--- config.mk ---
export PLATFORM = sky130hd
export DESIGN_NAME = data_decoder
export DESIGN_NICKNAME = d
export VERILOG_FILES = /design/src/hdl/obi_pkg.sv /design/src/hdl/data_decoder.sv
export SDC_FILE = /design/constraint.sdc
export NUM_CORES = 1
export LEC_CHECK = 0
export BUFFER_PORTS_ARGS = -buffer_cell sky130_fd_sc_hd__buf_4
export CORE_AREA = 2 2 118 120
export DETAILED_ROUTE_END_ITERATION = 10
export DIE_AREA = 0 0 120 122
export GPL_ROUTABILITY_DRIVEN = 0
export PLACE_DENSITY = 0.5
export SLEW_MARGIN = 5
export SYNTH_ARGS = -nofsm -noshare
export SYNTH_HDL_FRONTEND = slang
export SYNTH_SLANG_ARGS = --single-unit
export TNS_END_PERCENT = 100
--- constraint.sdc ---
create_clock -name clk_i -period 1.9 [get_ports clk_i]
set_input_delay 0 -clock clk_i [delete_from_list [all_inputs] [get_ports clk_i]]
set_output_delay 0 -clock clk_i [all_outputs]
set_load 0.01 [all_outputs]
--- src/hdl/obi_pkg.sv ---
// obi request and response structs, test peripheral address map, result codes and timer irq id
package obi_pkg;

  // request from the requester toward memory
  typedef struct packed {
    logic        req;
    logic        we;
    logic [3:0]  be;
    logic [31:0] addr;
    logic [31:0] wdata;
  } obi_req_t;

  // response back to the requester
  typedef struct packed {
    logic        gnt;
    logic        rvalid;
    logic        err;
    logic [31:0] rdata;
  } obi_resp_t;

  // character output, low byte of wdata
  localparam logic [31:0] PRINT_ADDR      = 32'h1000_0000;

  // timer registers
  localparam logic [31:0] TIMER_MASK_ADDR = 32'h1500_0000;
  localparam logic [31:0] TIMER_CNT_ADDR  = 32'h1500_0004;
  localparam logic [31:0] TIMER_RD_ADDR   = 32'h1500_1000;

  // test result and exit
  localparam logic [31:0] RESULT_ADDR     = 32'h2000_0000;
  localparam logic [31:0] EXIT_ADDR       = 32'h2000_0004;

  // values written to RESULT_ADDR
  localparam logic [31:0] PASS_CODE       = 32'd123456789;
  localparam logic [31:0] FAIL_CODE       = 32'd1;

  // interrupt id of the timer, also its enable bit in the mask register
  localparam logic [4:0]  TIMER_IRQ_ID    = 5'd7;

endpackage

--- src/hdl/data_decoder.sv ---
// data_decoder: data port address decode, ram forwarding, peripheral strobes and response mux
`timescale 1ns/1ps

module data_decoder import obi_pkg::*; #(
  parameter int NUM_BYTES = 65536
) (
  input  logic                           clk_i,
  input  logic                           rst_ni,
  input  obi_req_t                       data_req_i,
  input  logic [31:0]                    ram_rdata_i,
  input  logic [31:0]                    timer_cnt_i,
  output obi_resp_t                      data_resp_o,
  output logic                           ram_req_o,
  output logic                           ram_we_o,
  output logic [$clog2(NUM_BYTES/8)-1:0] ram_addr_o,
  output logic [31:0]                    ram_wdata_o,
  output logic [3:0]                     ram_be_o,
  output logic                           timer_mask_wr_o,
  output logic                           timer_cnt_wr_o,
  output logic [31:0]                    timer_wdata_o,
  output logic                           print_valid_o,
  output logic [7:0]                     print_char_o,
  output logic                           tests_passed_o,
  output logic                           tests_failed_o,
  output logic                           exit_valid_o,
  output logic [31:0]                    exit_value_o
);

  localparam int WORD_AW = $clog2(NUM_BYTES/8);

  typedef enum logic [1:0] {
    T_IDLE,
    T_RAM,
    T_PER,
    T_ERR
  } access_t;

  access_t     access_d, access_q;
  logic        is_ram;
  logic        wr;
  logic        rd;
  logic        timer_rd;
  logic        rvalid_q;
  logic [31:0] timer_rdata_q;

  assign is_ram   = data_req_i.addr < 32'(NUM_BYTES);
  assign wr       = data_req_i.req && data_req_i.we;
  assign rd       = data_req_i.req && !data_req_i.we;
  assign timer_rd = rd && !is_ram && (data_req_i.addr == TIMER_RD_ADDR);

  // classify the request
  always_comb begin
    access_d = T_IDLE;
    if (data_req_i.req) begin
      if (is_ram) begin
        access_d = T_RAM;
      end else if (data_req_i.we) begin
        if (data_req_i.addr == PRINT_ADDR      ||
            data_req_i.addr == TIMER_MASK_ADDR ||
            data_req_i.addr == TIMER_CNT_ADDR  ||
            data_req_i.addr == RESULT_ADDR     ||
            data_req_i.addr == EXIT_ADDR) begin
          access_d = T_PER;
        end else begin
          access_d = T_ERR;
        end
      end else if (timer_rd) begin
        access_d = T_PER;
      end else begin
        access_d = T_ERR;
      end
    end
  end

  // ram side, upper half of the range aliases onto the bank
  assign ram_req_o   = data_req_i.req && is_ram;
  assign ram_we_o    = data_req_i.we;
  assign ram_addr_o  = data_req_i.addr[WORD_AW+1:2];
  assign ram_wdata_o = data_req_i.wdata;
  assign ram_be_o    = data_req_i.be;

  // timer strobes, applied at the accepting edge
  assign timer_mask_wr_o = wr && (data_req_i.addr == TIMER_MASK_ADDR);
  assign timer_cnt_wr_o  = wr && (data_req_i.addr == TIMER_CNT_ADDR);
  assign timer_wdata_o   = data_req_i.wdata;

  // pulses in the accepting cycle
  always_comb begin
    print_valid_o  = wr && (data_req_i.addr == PRINT_ADDR);
    print_char_o   = print_valid_o ? data_req_i.wdata[7:0] : '0;
    tests_passed_o = wr && (data_req_i.addr == RESULT_ADDR) && (data_req_i.wdata == PASS_CODE);
    tests_failed_o = wr && (data_req_i.addr == RESULT_ADDR) && (data_req_i.wdata == FAIL_CODE);
    exit_valid_o   = wr && (data_req_i.addr == EXIT_ADDR);
    exit_value_o   = exit_valid_o ? data_req_i.wdata : '0;
  end

  // access class and rvalid for the response cycle
  always_ff @(posedge clk_i, negedge rst_ni) begin
    if (!rst_ni) begin
      access_q <= T_IDLE;
      rvalid_q <= 1'b0;
    end else begin
      access_q <= access_d;
      rvalid_q <= data_resp_o.gnt;
    end
  end

  // count seen at acceptance, zero for peripheral writes
  always_ff @(posedge clk_i) begin
    timer_rdata_q <= timer_rd ? timer_cnt_i : '0;
  end

  // every request is granted right away
  always_comb begin
    data_resp_o.gnt    = data_req_i.req;
    data_resp_o.rvalid = rvalid_q;
    data_resp_o.err    = (access_q == T_ERR);
    case (access_q)
      T_RAM:   data_resp_o.rdata = ram_rdata_i;
      T_PER:   data_resp_o.rdata = timer_rdata_q;
      default: data_resp_o.rdata = '0;
    endcase
  end

endmodule

==> metrics.yaml <==
status:
  status: "finished, final reports clean"
floorplan:
  core_area_um2: 13500
  die_w_um: 120
  start_util_pct: 20.41
  dieArea_um2: 14640
  ios: 300
  placementRows: 43
  die_h_um: 122
placement:
  place_ws_ns: 0.1754
  placed_cell_area_um2: 4498
  dp.cells: 709
  io_buffers: 291
  hpwl_mm: 8.416
clock_network:
  cts_max_level: 2
  post_cts.repair.setup_buffers: 0
  clockBufferDepth: 2
  cts_buffers: 5
  clock-sinks: 35
  cts_tree: "yes"
  clkTransAtPathRegs_ns: 0.05
  cts_root_buffer: "clkbuf_16"
  postCtsResizedCells: 0
power:
  leakage_nw: 2.431
  power_density_nw_per_um2: 440.2
  peakVddDrop_uv: 260.1
global_route:
  global_route.usage.total_pct: 12.95
  antenna_found_initial: 0
  grt_max_degree: 34
  grt_pass1_wl_mm: 15.08
  grt_pass1_vias: 3012
  grt-ovfl-total: 0
sta:
  fmax_mhz: 594.0
  final-setup-viol-count: 0
  min_period_over_period_pct: 88.60
  relSlewSlack_pct: 68.40
  rsz0062_at_grt: "no"
  setup_tns_ns: 0
  setup_ws_ns: 0.2166
  fin_crit_ns: 1.683
  final-max-slew-violation-count: 0
  tightest_slew_ns: 0.4700
  hold_viol: 0
job:
  maxCapViolations: 0
cells_and_area:
  fill_cells: 1374
  multiInputGateArea_um2: 1313
  design_area_um2: 4982
  fin_cells: 750
  drive_above_1_share_pct: 55.26
  antenna_cells: 0
  fin_nets: 709
  ff_latch_area_um2: 715.7
  area_growth_pct: 80.75
worst_setup_path:
  cp_slowest_cell: "ha_1"
  path_cells: "inv_1, ha_1, buf_4, nor2_1, buf_4"
  crit_fanout: 28
  slowest_delay_ns: 0.38
  worstPathArrival_ns: 1.68
  start_kind: "register"
  crit_type: "reg2out"
  crit_required_ns: 1.90
  crit_path_frequent_cell: "buf_4"
  end_kind: "output pin"
logic_synthesis:
  yosys-top-cells-area: "dfxtp_1, buf_4, and2_1"
  syn-num-nets: 470
  synth-edff-count: 0
  synth.avg_cell_area_um2: 8.327
  synth_seq_cells: 35
  async_flop_share_pct: 8.571
  ys_seq_area_share_pct: 25.96
  synth.distinct_cells: 31
  synth.most_common_cell: "buf_4"
  synth_top_cells_by_count: "buf_4, and2_1, nor2_1"
  yosys_warnings: 0
  synthCells: 331
  yosysTopAreaCellShare_pct: 23.24
  synthFlopType: "dfxtp_1"
  synth_area_leader_cell: "dfxtp_1"
  syn-cell-area_um2: 2756
detailed_routing:
  wl_per_cell_um: 13.81
  initialDrtViolationCount: 102
  vias: 3116
  ant_nets: 0
  drc: 0
  dr.pass1.iters: 4
  via_per_inst: 4.155
  wl_mm: 10.35
min_path:
  holdCritPathClass: "in2out"
-- area by class of cell --
type                            instances  area share [%]
Clock buffer                            6           2.788
Inverter                                4          0.3014
Tap cell                              180           4.520
Clock inverter                          1          0.1005
Sequential cell                        35           14.36
Timing Repair Buffer                  331           51.58
Multi-Input combinational cell        193           26.34
-- cells in the final DEF, fill, tap and decap left out, drive strengths merged, types with 5 or more instances in the layout --
cell type,synthesis,layout
a22oi,32,32
and2,72,72
buf,90,297
clkbuf,9,6
dfxtp,32,32
dlygate4sd3,0,34
nand4,9,9
nor2,35,35
nor3,5,5
nor4,15,15
nor4b,5,5
-- cell families after synthesis --
logic type | Yosys count | share of synthesized area [%]
compound gates | 36 | 9.851
simple gates | 154 | 36.41
flops | 35 | 25.96
buf+inv | 103 | 26.42
fa+ha+maj | 3 | 1.362
-- registers in the layout, indices dropped and copies added, names as in the netlist --
signal and flops:
access_q 2, rvalid_q 1, timer_rdata_q 32
-- power by group --
| part | leakage [nW] | internal (mW) | switching, mW | total, mW |
|---|---|---|---|---|
| combinational | 2.07 | 0.389 | 0.286 | 0.675 |
| sequential | 0.293 | 0.739 | 0.00201 | 0.741 |
| clock | 0.0727 | 0.510 | 0.267 | 0.777 |
-- what timing repair did --
| action | CTS | global route |
|---|---|---|
| hold endpoints to repair | 37 | 0 |
| endpoints found under the setup margin | 0 | 0 |
| hold buffers | 34 | 0 |
-- path summary, 6_finish.rpt --
| path | start | to | slack, ns | depth (start not counted) |
|---|---|---|---|---|
| max in group asynchronous | rst_ni | access_q[0]$_DFF_PN0_ | 1.75 | 2 |
| worst min-delay path | data_req_i[65] | ram_be_o[1] | 0.00002 | 0 |
| worst max-delay path | access_q[0]$_DFF_PN0_ | data_resp_o[25] | 0.22 | 5 |
| min in group asynchronous | rst_ni | rvalid_q$_DFF_PN0_ | 0.06 | 2 |
-- through the flow --
stage	hold slack (ns)	power (mW)	utilization [%]
after floorplan	-0.2956	1.044	-
after global placement	-0.2098	1.372	33.31
after detailed placement	-0.2085	1.377	33.31
after CTS	0.00006862	2.231	36.89
after global routing	0.00006292	2.305	36.89
final	0.00001664	2.193	36.89
-- per-layer routing --
layer	up-vias	GRT usage (%)	routed length, um
li1	1520	-	-
met1	1415	14.76	4014
met2	176	24.40	5388
met3	5	2.762	872
met4	0	3.309	78
met5	-	0	0
-- worst max-delay path: cells and delay by family (launching register included) --
kind,cells,cell delay (ns)
fa+ha+maj,1,0.38
buf+inv,3,0.53
flops,1,0.37
simple gates,1,0.11
No activity file was read; power rests on OpenSTA's default activity.
