## src/hdl/obi_pkg.sv

```systemverilog
// obi request and response structs, test peripheral address map, result codes and timer irq id
package obi_pkg;

  // request from the requester toward memory
  typedef struct packed {
    logic        req;
    logic        we;
    logic [3:0]  be;
    logic [31:0] addr;
    logic [31:0] wdata;
  } obi_req_t;

  // response back to the requester
  typedef struct packed {
    logic        gnt;
    logic        rvalid;
    logic        err;
    logic [31:0] rdata;
  } obi_resp_t;

  // character output, low byte of wdata
  localparam logic [31:0] PRINT_ADDR      = 32'h1000_0000;

  // timer registers
  localparam logic [31:0] TIMER_MASK_ADDR = 32'h1500_0000;
  localparam logic [31:0] TIMER_CNT_ADDR  = 32'h1500_0004;
  localparam logic [31:0] TIMER_RD_ADDR   = 32'h1500_1000;

  // test result and exit
  localparam logic [31:0] RESULT_ADDR     = 32'h2000_0000;
  localparam logic [31:0] EXIT_ADDR       = 32'h2000_0004;

  // values written to RESULT_ADDR
  localparam logic [31:0] PASS_CODE       = 32'd123456789;
  localparam logic [31:0] FAIL_CODE       = 32'd1;

  // interrupt id of the timer, also its enable bit in the mask register
  localparam logic [4:0]  TIMER_IRQ_ID    = 5'd7;

endpackage

```

## src/hdl/timer_irq.sv

```systemverilog
// timer_irq: countdown timer with mask register and acknowledge-cleared interrupt
`timescale 1ns/1ps

module timer_irq import obi_pkg::*; (
  input  logic        clk_i,
  input  logic        rst_ni,
  input  logic        mask_wr_i,
  input  logic        cnt_wr_i,
  input  logic [31:0] wdata_i,
  input  logic        irq_ack_i,
  input  logic [4:0]  irq_id_i,
  output logic [31:0] cnt_o,
  output logic        irq_timer_o
);

  logic [31:0] mask_q;
  logic [31:0] cnt_q;
  logic        irq_q;
  logic        expire;

  // count passes from 1 to 0 at this edge
  assign expire = !cnt_wr_i && (cnt_q == 32'd1);

  // mask register
  always_ff @(posedge clk_i, negedge rst_ni) begin
    if (!rst_ni) begin
      mask_q <= '0;
    end else if (mask_wr_i) begin
      mask_q <= wdata_i;
    end
  end

  // a load wins over counting
  always_ff @(posedge clk_i, negedge rst_ni) begin
    if (!rst_ni) begin
      cnt_q <= '0;
    end else if (cnt_wr_i) begin
      cnt_q <= wdata_i;
    end else if (cnt_q != '0) begin
      cnt_q <= cnt_q - 32'd1;
    end
  end

  // interrupt stays up until acknowledged with the timer id
  always_ff @(posedge clk_i, negedge rst_ni) begin
    if (!rst_ni) begin
      irq_q <= 1'b0;
    end else if (expire && mask_q[TIMER_IRQ_ID]) begin
      irq_q <= 1'b1;
    end else if (irq_ack_i && (irq_id_i == TIMER_IRQ_ID)) begin
      irq_q <= 1'b0;
    end
  end

  assign cnt_o       = cnt_q;
  assign irq_timer_o = irq_q;

endmodule

```

## config.mk

```make
export PLATFORM = sky130hd
export DESIGN_NAME = timer_irq
export DESIGN_NICKNAME = d
export VERILOG_FILES = /design/src/hdl/obi_pkg.sv /design/src/hdl/timer_irq.sv
export SDC_FILE = /design/constraint.sdc
export NUM_CORES = 1
export LEC_CHECK = 0
export BUFFER_PORTS_ARGS = -buffer_cell sky130_fd_sc_hd__buf_2
export CORE_MARGIN = 3
export CORE_UTILIZATION = 50
export DETAILED_ROUTE_END_ITERATION = 6
export PLACE_DENSITY = 0.8
export SYNTH_ARGS = -nofsm -noshare
export SYNTH_HDL_FRONTEND = slang
export SYNTH_SLANG_ARGS = --single-unit
```

## constraint.sdc

```tcl
create_clock -name clk_i -period 2.7 [get_ports clk_i]
set_input_delay 0.54 -clock clk_i [delete_from_list [all_inputs] [get_ports clk_i]]
set_output_delay 0.54 -clock clk_i [all_outputs]
set_load 0.02 [all_outputs]
```

==> flow_summary.toml, run 1 <==
[layout]
final_area_mm2 = 0.00263
antenna_cells = 0
drive_gt1_share_pct = 32.0
area_growth_pct = 26.7
final_cell_mix = "74 x buf_2, 34 x dfrtp_1, 24 x nand2_1, 22 x nor2_1, 13 x or4_1"
nNetsFinal = 353
mostFrequentLayoutCell = "buf_2"

[timing]
whs_ps = 324
layout_min_cycle_time_ps = 2600
finalSetupTns_ps = 0
max-slew-margin-rel_pct = 48.2
max_freq_mhz = 385
tightest_slew_ps = 777
drv_slew = 0
skew_ps = 9.67
setup_slack_ps = 101
finalHoldViolations = 0
setup_viol = 0
rsz0062_at_grt = "no"
period_share_pct = 96.3

[logic_synthesis]
yosys.area.top_type = "dfrtp_1"
syn_inst = 231
yosys-top-cells-area = "dfrtp_1 41%, or4_1 4.7%, nand2_1 4.3%"
avgSynthCellArea_um2 = 8.99
synth_cell_types = 43
synth_edf_count = 0
async_reset_ff_share_pct = 100
netlist_area_mm2 = 0.00208
ys_seq_area_share_pct = 41.0
synthFlopType = "dfrtp_1"
yosysTopAreaCellShare_pct = 41.0
synth-seq-cells = 34
synth_nets = 275
yosys_warnings = 0

[critical_path]
regToRegSetupSlack_ps = 100
crit_required_ps = 2880
path_delay_family = "simple AND/OR/NAND/NOR gates"
path_cells = "inv_1 -> ha_1 -> or4b_2 -> nor4_1 -> nand3_1 -> mux2i_1 -> mux2_2"
rr_worst_depth = 7
worstReg2RegEnd = "cnt_o[1]"
crit_fanout = 7
crit_type = "reg -> reg"
critPathLaunchType = "flip-flop"
rr_startpoint = "cnt_o[0]"
slowest_delay_ps = 610
critPathBufInv = 1
critPathSlowestCell = "or4b_2"
worstSetupEndpointType = "flip-flop"
worstPathArrival_ps = 2780

[clock_network]
cts_buffers = 5
cts_resized = 0
clkTransAtPathRegs_ps = 70
htree_levels = 2
ctsLongestPathBuffers = 2
hold_buffers = 0
cts-root-buf = "clkbuf_8"
clock_latency_ps = 290
cts_setup_buffers = 0
cts_tree = "yes"
cts_sinks = 34

[global_routing]
grt_pass1_vias = 2066
grt_max_degree = 35
track_usage_pct = 24.2
grt_pass1_wl_um = 9630
antenna_found_initial = 0
grt-ovfl-total = 0

[pwr]
p_switching_uw = 442
internal_power_uw = 983
power_frac_clock_pct = 33.8
seqPwrFrac_pct = 44.2
p_leak_nw = 1.16
powerDensity_mw_per_mm2 = 541
ir_drop_uv = 517
p_sw_share_pct = 31.0
p_total_mw = 1.42
power_frac_comb_pct = 22.0

[floorplan]
die_area_mm2 = 0.00496
core_area_mm2 = 0.00383
rows = 22
ioPinCount = 75
die_x_um = 70.5
start_util_pct = 54.3
dieHeight_um = 70.5

[placement]
io_buffer_count = 74
dp_slack_ps = 150
gp_congestion = 0.870
place_area_mm2 = 0.00252
post-dp-hpwl_um = 4330

[drt]
post_drt_via_cell_ratio = 6.08
vias = 2171
detail_route.wl_per_cell_um = 16.4
detail-route-antenna-nets = 0
drt-pass1-iter-count = 5
drc = 0
routed_wl_um = 5870
drt_iter0_markers = 153

[status]
outcome = "finished, final reports clean"

[hold_path]
min_path_type = "in -> async"

[flow_run]
max-cap-violations = 0
==> metal layers <==
layer | GRT usage (%) | up-vias | share of wire, %
met3 | 5.90 | 6 | 7.6
met2 | 40.6 | 92 | 49
met5 | 0 | - | 0
li1 | - | 1045 | -
met1 | 31.2 | 1028 | 42
met4 | 6.17 | 0 | 0.68
==> power by group through the flow <==
stage | logic (mW) | clock network (mW) | registers (mW)
6_report | 0.313 | 0.481 | 0.630
5_1_grt | 0.342 | 0.504 | 0.642
4_1_cts | 0.315 | 0.481 | 0.629
3_5_place_dp | 0.314 | 0 | 0.638
3_3_place_gp | 0.305 | 0 | 0.635
2_1_floorplan | 0.130 | 0 | 0.685
==> flip-flops by register name, summed over array words and instances (netlist names) <==
signal,flops
cnt_o,32
irq_timer_o,1
mask_q,1
==> cell usage after synthesis (2+ instances only) <==
cell	instances
dfrtp_1	34
nand2_1	24
nor2_1	22
or4_1	13
or3_1	11
nand3_1	10
a31oi_1	9
nor4_1	9
o31ai_1	9
clkbuf_1	8
a22o_1	7
o21ai_0	7
a21oi_1	5
nor3_1	5
xnor2_1	5
xor2_1	5
nand4_1	4
o211ai_1	4
buf_2	3
inv_1	3
mux2i_1	3
nor4_2	3
o311ai_0	3
and3_1	2
ha_1	2
mux2_2	2
nand2b_1	2
nor2b_1	2
==> worst max path at each step <==
| stage | endpoint | from | slack [ps] | cells past startpoint |
|---|---|---|---|---|
| final | cnt_o[1] | cnt_o[0] | 100 | 7 |
| after global placement | cnt_o[6] | cnt_o[0] | 240 | 8 |
| after detailed placement | cnt_o[1] | cnt_o[0] | 150 | 7 |
| after floorplan | cnt_o[0] | cnt_o[0] | 180 | 9 |
| after CTS | cnt_o[1] | cnt_o[0] | 140 | 7 |
| after global routing | cnt_o[1] | cnt_o[0] | 8 | 7 |
==> metrics by stage <==
step           std cells  util, %
4_1_cts              357     68.8
3_5_place_dp         350     65.8
6_report             357     68.8
5_1_grt              357     68.8
3_3_place_gp         350     65.8
2_1_floorplan        231        -
==> cell type report <==
type / count / area [um^2]
clock buffers: 6 / 82.6
clock inverters: 1 / 30.0
fillers: 330 / 1190
inverters: 4 / 15.0
multi-input cells: 181 / 1150
flip-flops and latches: 34 / 851
well taps: 48 / 60.1
repair buffers: 83 / 438
==> kinds of logic after synthesis <==
family	synth area share, %
adders and majority gates	1.20
and+or+nand+nor	30.6
muxes	2.53
buffers and inverters	3.43
xor gates and xnor gates	4.22
DFF	41.0
AOI/OAI and AO/OA	17.0
Power figures use the tool's default switching activity.
==> inputs of run 2 (changes only) <==
--- a/config.mk
+++ b/config.mk
@@ -9,7 +9,7 @@
 export CORE_MARGIN = 3
 export CORE_UTILIZATION = 50
 export DETAILED_ROUTE_END_ITERATION = 6
-export PLACE_DENSITY = 0.8
+export PLACE_DENSITY = 0.83
 export SYNTH_ARGS = -nofsm -noshare
 export SYNTH_HDL_FRONTEND = slang
 export SYNTH_SLANG_ARGS = --single-unit
==> run 2 against run 1 <==
  * Clock power is 20% lower
  * Cell area is 1.1% lower
  * Register-to-register slack better by 40 ps
  * Non-clock buffer count is 1 lower
  * Clock skew is 3.8 ps lower
  * Via count is 0.60% higher
  * First-iteration DRC count is 48% higher
  * Global-route usage is 1.0 points lower
  * Setup slack better by 40 ps
  * Routed wire length is 5.4% lower
  * Combinational power is 3% lower
  * Sequential share of layout area is 0.36 points higher
==> flow_summary.toml, run 2 (synthesis gave the netlist of run 1 again) <==
[drt]
post_drt_via_cell_ratio = 6.12
detail_route.wl_per_cell_um = 15.5
drt-pass1-iter-count = 4
routed_wl_um = 5550
detail-route-antenna-nets = 0
drc = 0
drt_iter0_markers = 226
vias = 2184

[pwr]
p_sw_share_pct = 32.6
power_frac_clock_pct = 29.2
powerDensity_mw_per_mm2 = 508
power_frac_comb_pct = 22.9
ir_drop_uv = 329
p_switching_uw = 432
p_leak_nw = 1.15
seqPwrFrac_pct = 47.9
p_total_mw = 1.32
internal_power_uw = 890

[floorplan]
die_area_mm2 = 0.00496
die_x_um = 70.5
ioPinCount = 75
dieHeight_um = 70.5
core_area_mm2 = 0.00383
start_util_pct = 54.3
rows = 22

[global_routing]
grt_pass1_wl_um = 9380
grt-ovfl-total = 0
track_usage_pct = 23.2
grt_pass1_vias = 2066
grt_max_degree = 42
antenna_found_initial = 0

[layout]
final_area_mm2 = 0.00260
multiInputGateArea_mm2 = 0.00115
nNetsFinal = 352
num-fill-cells = 314
antenna_cells = 0
drive_gt1_share_pct = 31.7
final_cell_mix = "74 x buf_2, 34 x dfrtp_1, 24 x nand2_1, 22 x nor2_1, 13 x or4_1"
mostFrequentLayoutCell = "buf_2"
largest_reg_flops = 32
post-route-util_pct = 68.0
final-seq-area_um2 = 851
area_growth_pct = 25.3

[critical_path]
regToRegSetupSlack_ps = 140
crit_required_ps = 2880
worstReg2RegEnd = "cnt_o[1]"
critPathLaunchType = "flip-flop"
worstSetupEndpointType = "flip-flop"
rr_startpoint = "cnt_o[0]"
worstPathArrival_ps = 2730
startpoint = "cnt_o[0]"
crit_type = "reg -> reg"
crit_fanout = 7
rr_worst_depth = 7

[placement]
gp_congestion = 0.818
dp_slack_ps = 182
io_buffer_count = 74
post-dp-hpwl_um = 4060
place_area_mm2 = 0.00251

[timing]
whs_ps = 318
rsz0062_at_grt = "yes"
layout_min_cycle_time_ps = 2560
skew_ps = 5.82
max-slew-margin-rel_pct = 50.0
setup_slack_ps = 141
period_share_pct = 94.8
tightest_slew_ps = 751
setup_viol = 0
max_freq_mhz = 391
drv_slew = 0
finalHoldViolations = 0

[clock_network]
ctsLongestPathBuffers = 2
clock_latency_ps = 290
cts_buffers = 5
cts_sinks = 34
clkTransAtPathRegs_ps = 70
htree_levels = 2
cts_resized = 0
cts_tree = "yes"
cts-root-buf = "clkbuf_8"

[status]
outcome = "finished, final reports clean"

[hold_path]
min_path_type = "in -> async"

[flow_run]
max-cap-violations = 0
[run 2: changes by cell type in the layout (fill, tap and decap cells not counted)]
cell	change
clkinv_2	+1
clkbuf_1	+1
bufinv_16	-1
buf_4	-1
[run 2: power groups by stage]
| stage | Sequential (mW) | Combinational, mW | Clock (mW) |
|---|---|---|---|
| after floorplan | 0.685 | 0.130 | 0 |
| after global placement | 0.637 | 0.298 | 0 |
| after detailed placement | 0.639 | 0.304 | 0 |
| after CTS | 0.631 | 0.306 | 0.394 |
| after global routing | 0.643 | 0.335 | 0.412 |
| final | 0.633 | 0.303 | 0.386 |
[run 2: repair_timing]
action / in CTS / in global routing
hold buffers: 0 / 0
setup buffers: 0 / 0
endpoints found under the setup margin: 0 / 1
[run 2: critical path, stage by stage, from the launching register on]
cell and delay [ps]:
dfrtp_1 430, inv_1 110, ha_1 220, or4b_2 620, nor4_1 250, nand3_1 330
mux2i_1 200, mux2_2 280
[run 2: area by class of cell]
class                   instances  share of cell area [%]
clock inverters                 1                   0.192
multi-input cells             181                    44.4
repair buffers                 82                    16.5
inverters                       4                   0.577
flip-flops and latches         34                    32.7
clock buffers                   7                    3.32
well taps                      48                    2.31
[run 2: worst max-delay path by stage]
stage,depth (start not counted),slack (ps),endpoint
floorplan,9,180,cnt_o[0]
global placement,5,250,cnt_o[17]
detailed placement,7,180,cnt_o[1]
CTS,7,170,cnt_o[1]
global route,7,-7,cnt_o[1]
finish,7,140,cnt_o[1]
[run 2: metrics by stage]
| step | std cells | TNS (ps) |
|---|---|---|
| CTS | 357 | 0 |
| detailed placement | 349 | 0 |
| global placement | 349 | 0 |
| finish | 357 | 0 |
| global route | 357 | -7.32 |
| floorplan | 231 | 0 |
[run 2: metal layers]
metal	wire length [um]	GRT usage (%)
met5	0	0
met2	2550	36.0
met3	478	7.48
met1	2450	30.5
met4	75	7.66
==> inputs of run 3 (changes only) <==
==> config.mk (replaced) <==
export PLATFORM = sky130hd
export DESIGN_NAME = timer_irq
export DESIGN_NICKNAME = d
export VERILOG_FILES = /design/src/hdl/obi_pkg.sv /design/src/hdl/timer_irq.sv
export SDC_FILE = /design/constraint.sdc
export NUM_CORES = 1
export LEC_CHECK = 0
export BUFFER_PORTS_ARGS = -buffer_cell sky130_fd_sc_hd__clkbuf_2
export CORE_MARGIN = 3
export CORE_UTILIZATION = 35
export DETAILED_ROUTE_END_ITERATION = 6
export PLACE_DENSITY = 0.63
export SYNTH_ARGS = -nofsm -noshare
export SYNTH_HDL_FRONTEND = slang
export SYNTH_SLANG_ARGS = --single-unit
==> run 3 against run 2 <==
  * Cell count rose by 6.7%
  * Routed wire length rose by 6.7%
  * Setup slack got worse by 3.1 ps
  * Hold slack improved by 26 ps
  * Highest routed layer unchanged
==> flow_summary.toml, run 3 (synthesis gave the netlist of run 1 again) <==
[status]
outcome = "finished, final reports clean"

[timing]
tightest_slew_ps = 847
whs_ps = 344
max-slew-margin-rel_pct = 43.5
rsz0062_at_grt = "no"
setup_slack_ps = 138
finalSetupTns_ps = 0
period_share_pct = 94.9
max_freq_mhz = 390
skew_ps = 9.95
setup_viol = 0
layout_min_cycle_time_ps = 2560
drv_slew = 0
finalHoldViolations = 0

[drt]
detail_route.wl_per_cell_um = 15.5
detail-route-antenna-nets = 0
routed_wl_um = 5920
post_drt_via_cell_ratio = 5.56
drt_iter0_markers = 169
vias = 2118
drc = 0
drt-pass1-iter-count = 4

[placement]
dp_slack_ps = 182
post-dp-hpwl_um = 4470
io_buffer_count = 74
place_area_mm2 = 0.00255
gp_congestion = 0.859
placedCellCount = 374

[pwr]
p_total_mw = 1.30
powerDensity_mw_per_mm2 = 494
ir_drop_uv = 291
p_leak_nw = 1.15

[critical_path]
crit_fanout = 7
crit_type = "reg -> reg"
worstPathArrival_ps = 2760
worstSetupEndpointType = "flip-flop"
startpoint = "cnt_o[6]"
worstReg2RegEnd = "cnt_o[13]"
critPathLaunchType = "flip-flop"
rr_worst_depth = 5
rr_startpoint = "cnt_o[6]"
crit_required_ps = 2900
worstSetupEndpoint = "cnt_o[13]"
regToRegSetupSlack_ps = 140

[clock_network]
clock_latency_ps = 280
ctsLongestPathBuffers = 2
cts_resized = 0
cts_sinks = 34
clkTransAtPathRegs_ps = 70
cts-root-buf = "clkbuf_8"
htree_levels = 2
cts_tree = "yes"
cts_setup_buffers = 0
hold_buffers = 0
cts_buffers = 5

[layout]
final_cell_mix = "74 x clkbuf_2, 34 x dfrtp_1, 24 x nand2_1, 22 x nor2_1, 13 x or4_1"
mostFrequentLayoutCell = "clkbuf_2"
largest_reg_flops = 32
area_growth_pct = 26.4
post-route-util_pct = 46.8
antenna_cells = 0
drive_gt1_share_pct = 31.7
instances_no_fill = 381
num-fill-cells = 572
final_area_mm2 = 0.00263
nNetsFinal = 353

[floorplan]
dieHeight_um = 83.0
start_util_pct = 37.0
rows = 27
die_area_mm2 = 0.00689
die_x_um = 83.0
ioPinCount = 75
core_area_mm2 = 0.00561

[global_routing]
grt_pass1_wl_um = 9790
grt-ovfl-total = 0
grt_max_degree = 41
track_usage_pct = 17.3
grt_pass1_vias = 1963
antenna_found_initial = 0

[flow_run]
max-cap-violations = 0

[hold_path]
min_path_type = "in -> async"
-- run 3: changes by cell type in the layout (fill, tap and decap cells not counted), sizes merged --
cell	delta
clkbuf	+74
buf	-73
clkinv	-1
-- run 3: layout make-up --
cell class	count	area, um^2	area share (%)
flip-flops and latches	34	851	32.4
multi-input cells	181	1160	44.0
well taps	72	90.1	3.43
repair buffers	83	438	16.7
clock buffers	7	76.3	2.91
inverters	4	15.0	0.572
-- run 3: worst min-delay path by stage --
| stage | endpoint | slack [ps] | startpoint |
|---|---|---|---|
| 2_1_floorplan | cnt_o[0] | 240 | rst_ni |
| 3_3_place_gp | irq_timer_o | 470 | irq_timer_o |
| 3_5_place_dp | irq_timer_o | 470 | irq_timer_o |
| 4_1_cts | cnt_o[5] | 380 | rst_ni |
| 5_1_grt | cnt_o[4] | 410 | rst_ni |
| 6_report | cnt_o[10] | 340 | rst_ni |
-- run 3: per-layer routing --
layer	track usage, %	up-vias	wire length (um)
met5	0	-	0
met2	28.2	74	2770
met3	4.17	4	370
met1	22.9	995	2750
met4	4.31	0	33
li1	-	1045	-
-- run 3: worst max-delay path: stages (launching register included) --
cell      delay, ps
dfrtp_1         430
or4_1           610
or3_1           550
or3_1           370
or4_1           410
o211ai_1        110
-- run 3: power breakdown --
group / internal, mW / total, mW / switching, mW
combinational: 0.129 / 0.311 / 0.182
sequential: 0.559 / 0.633 / 0.0741
clock: 0.178 / 0.355 / 0.177
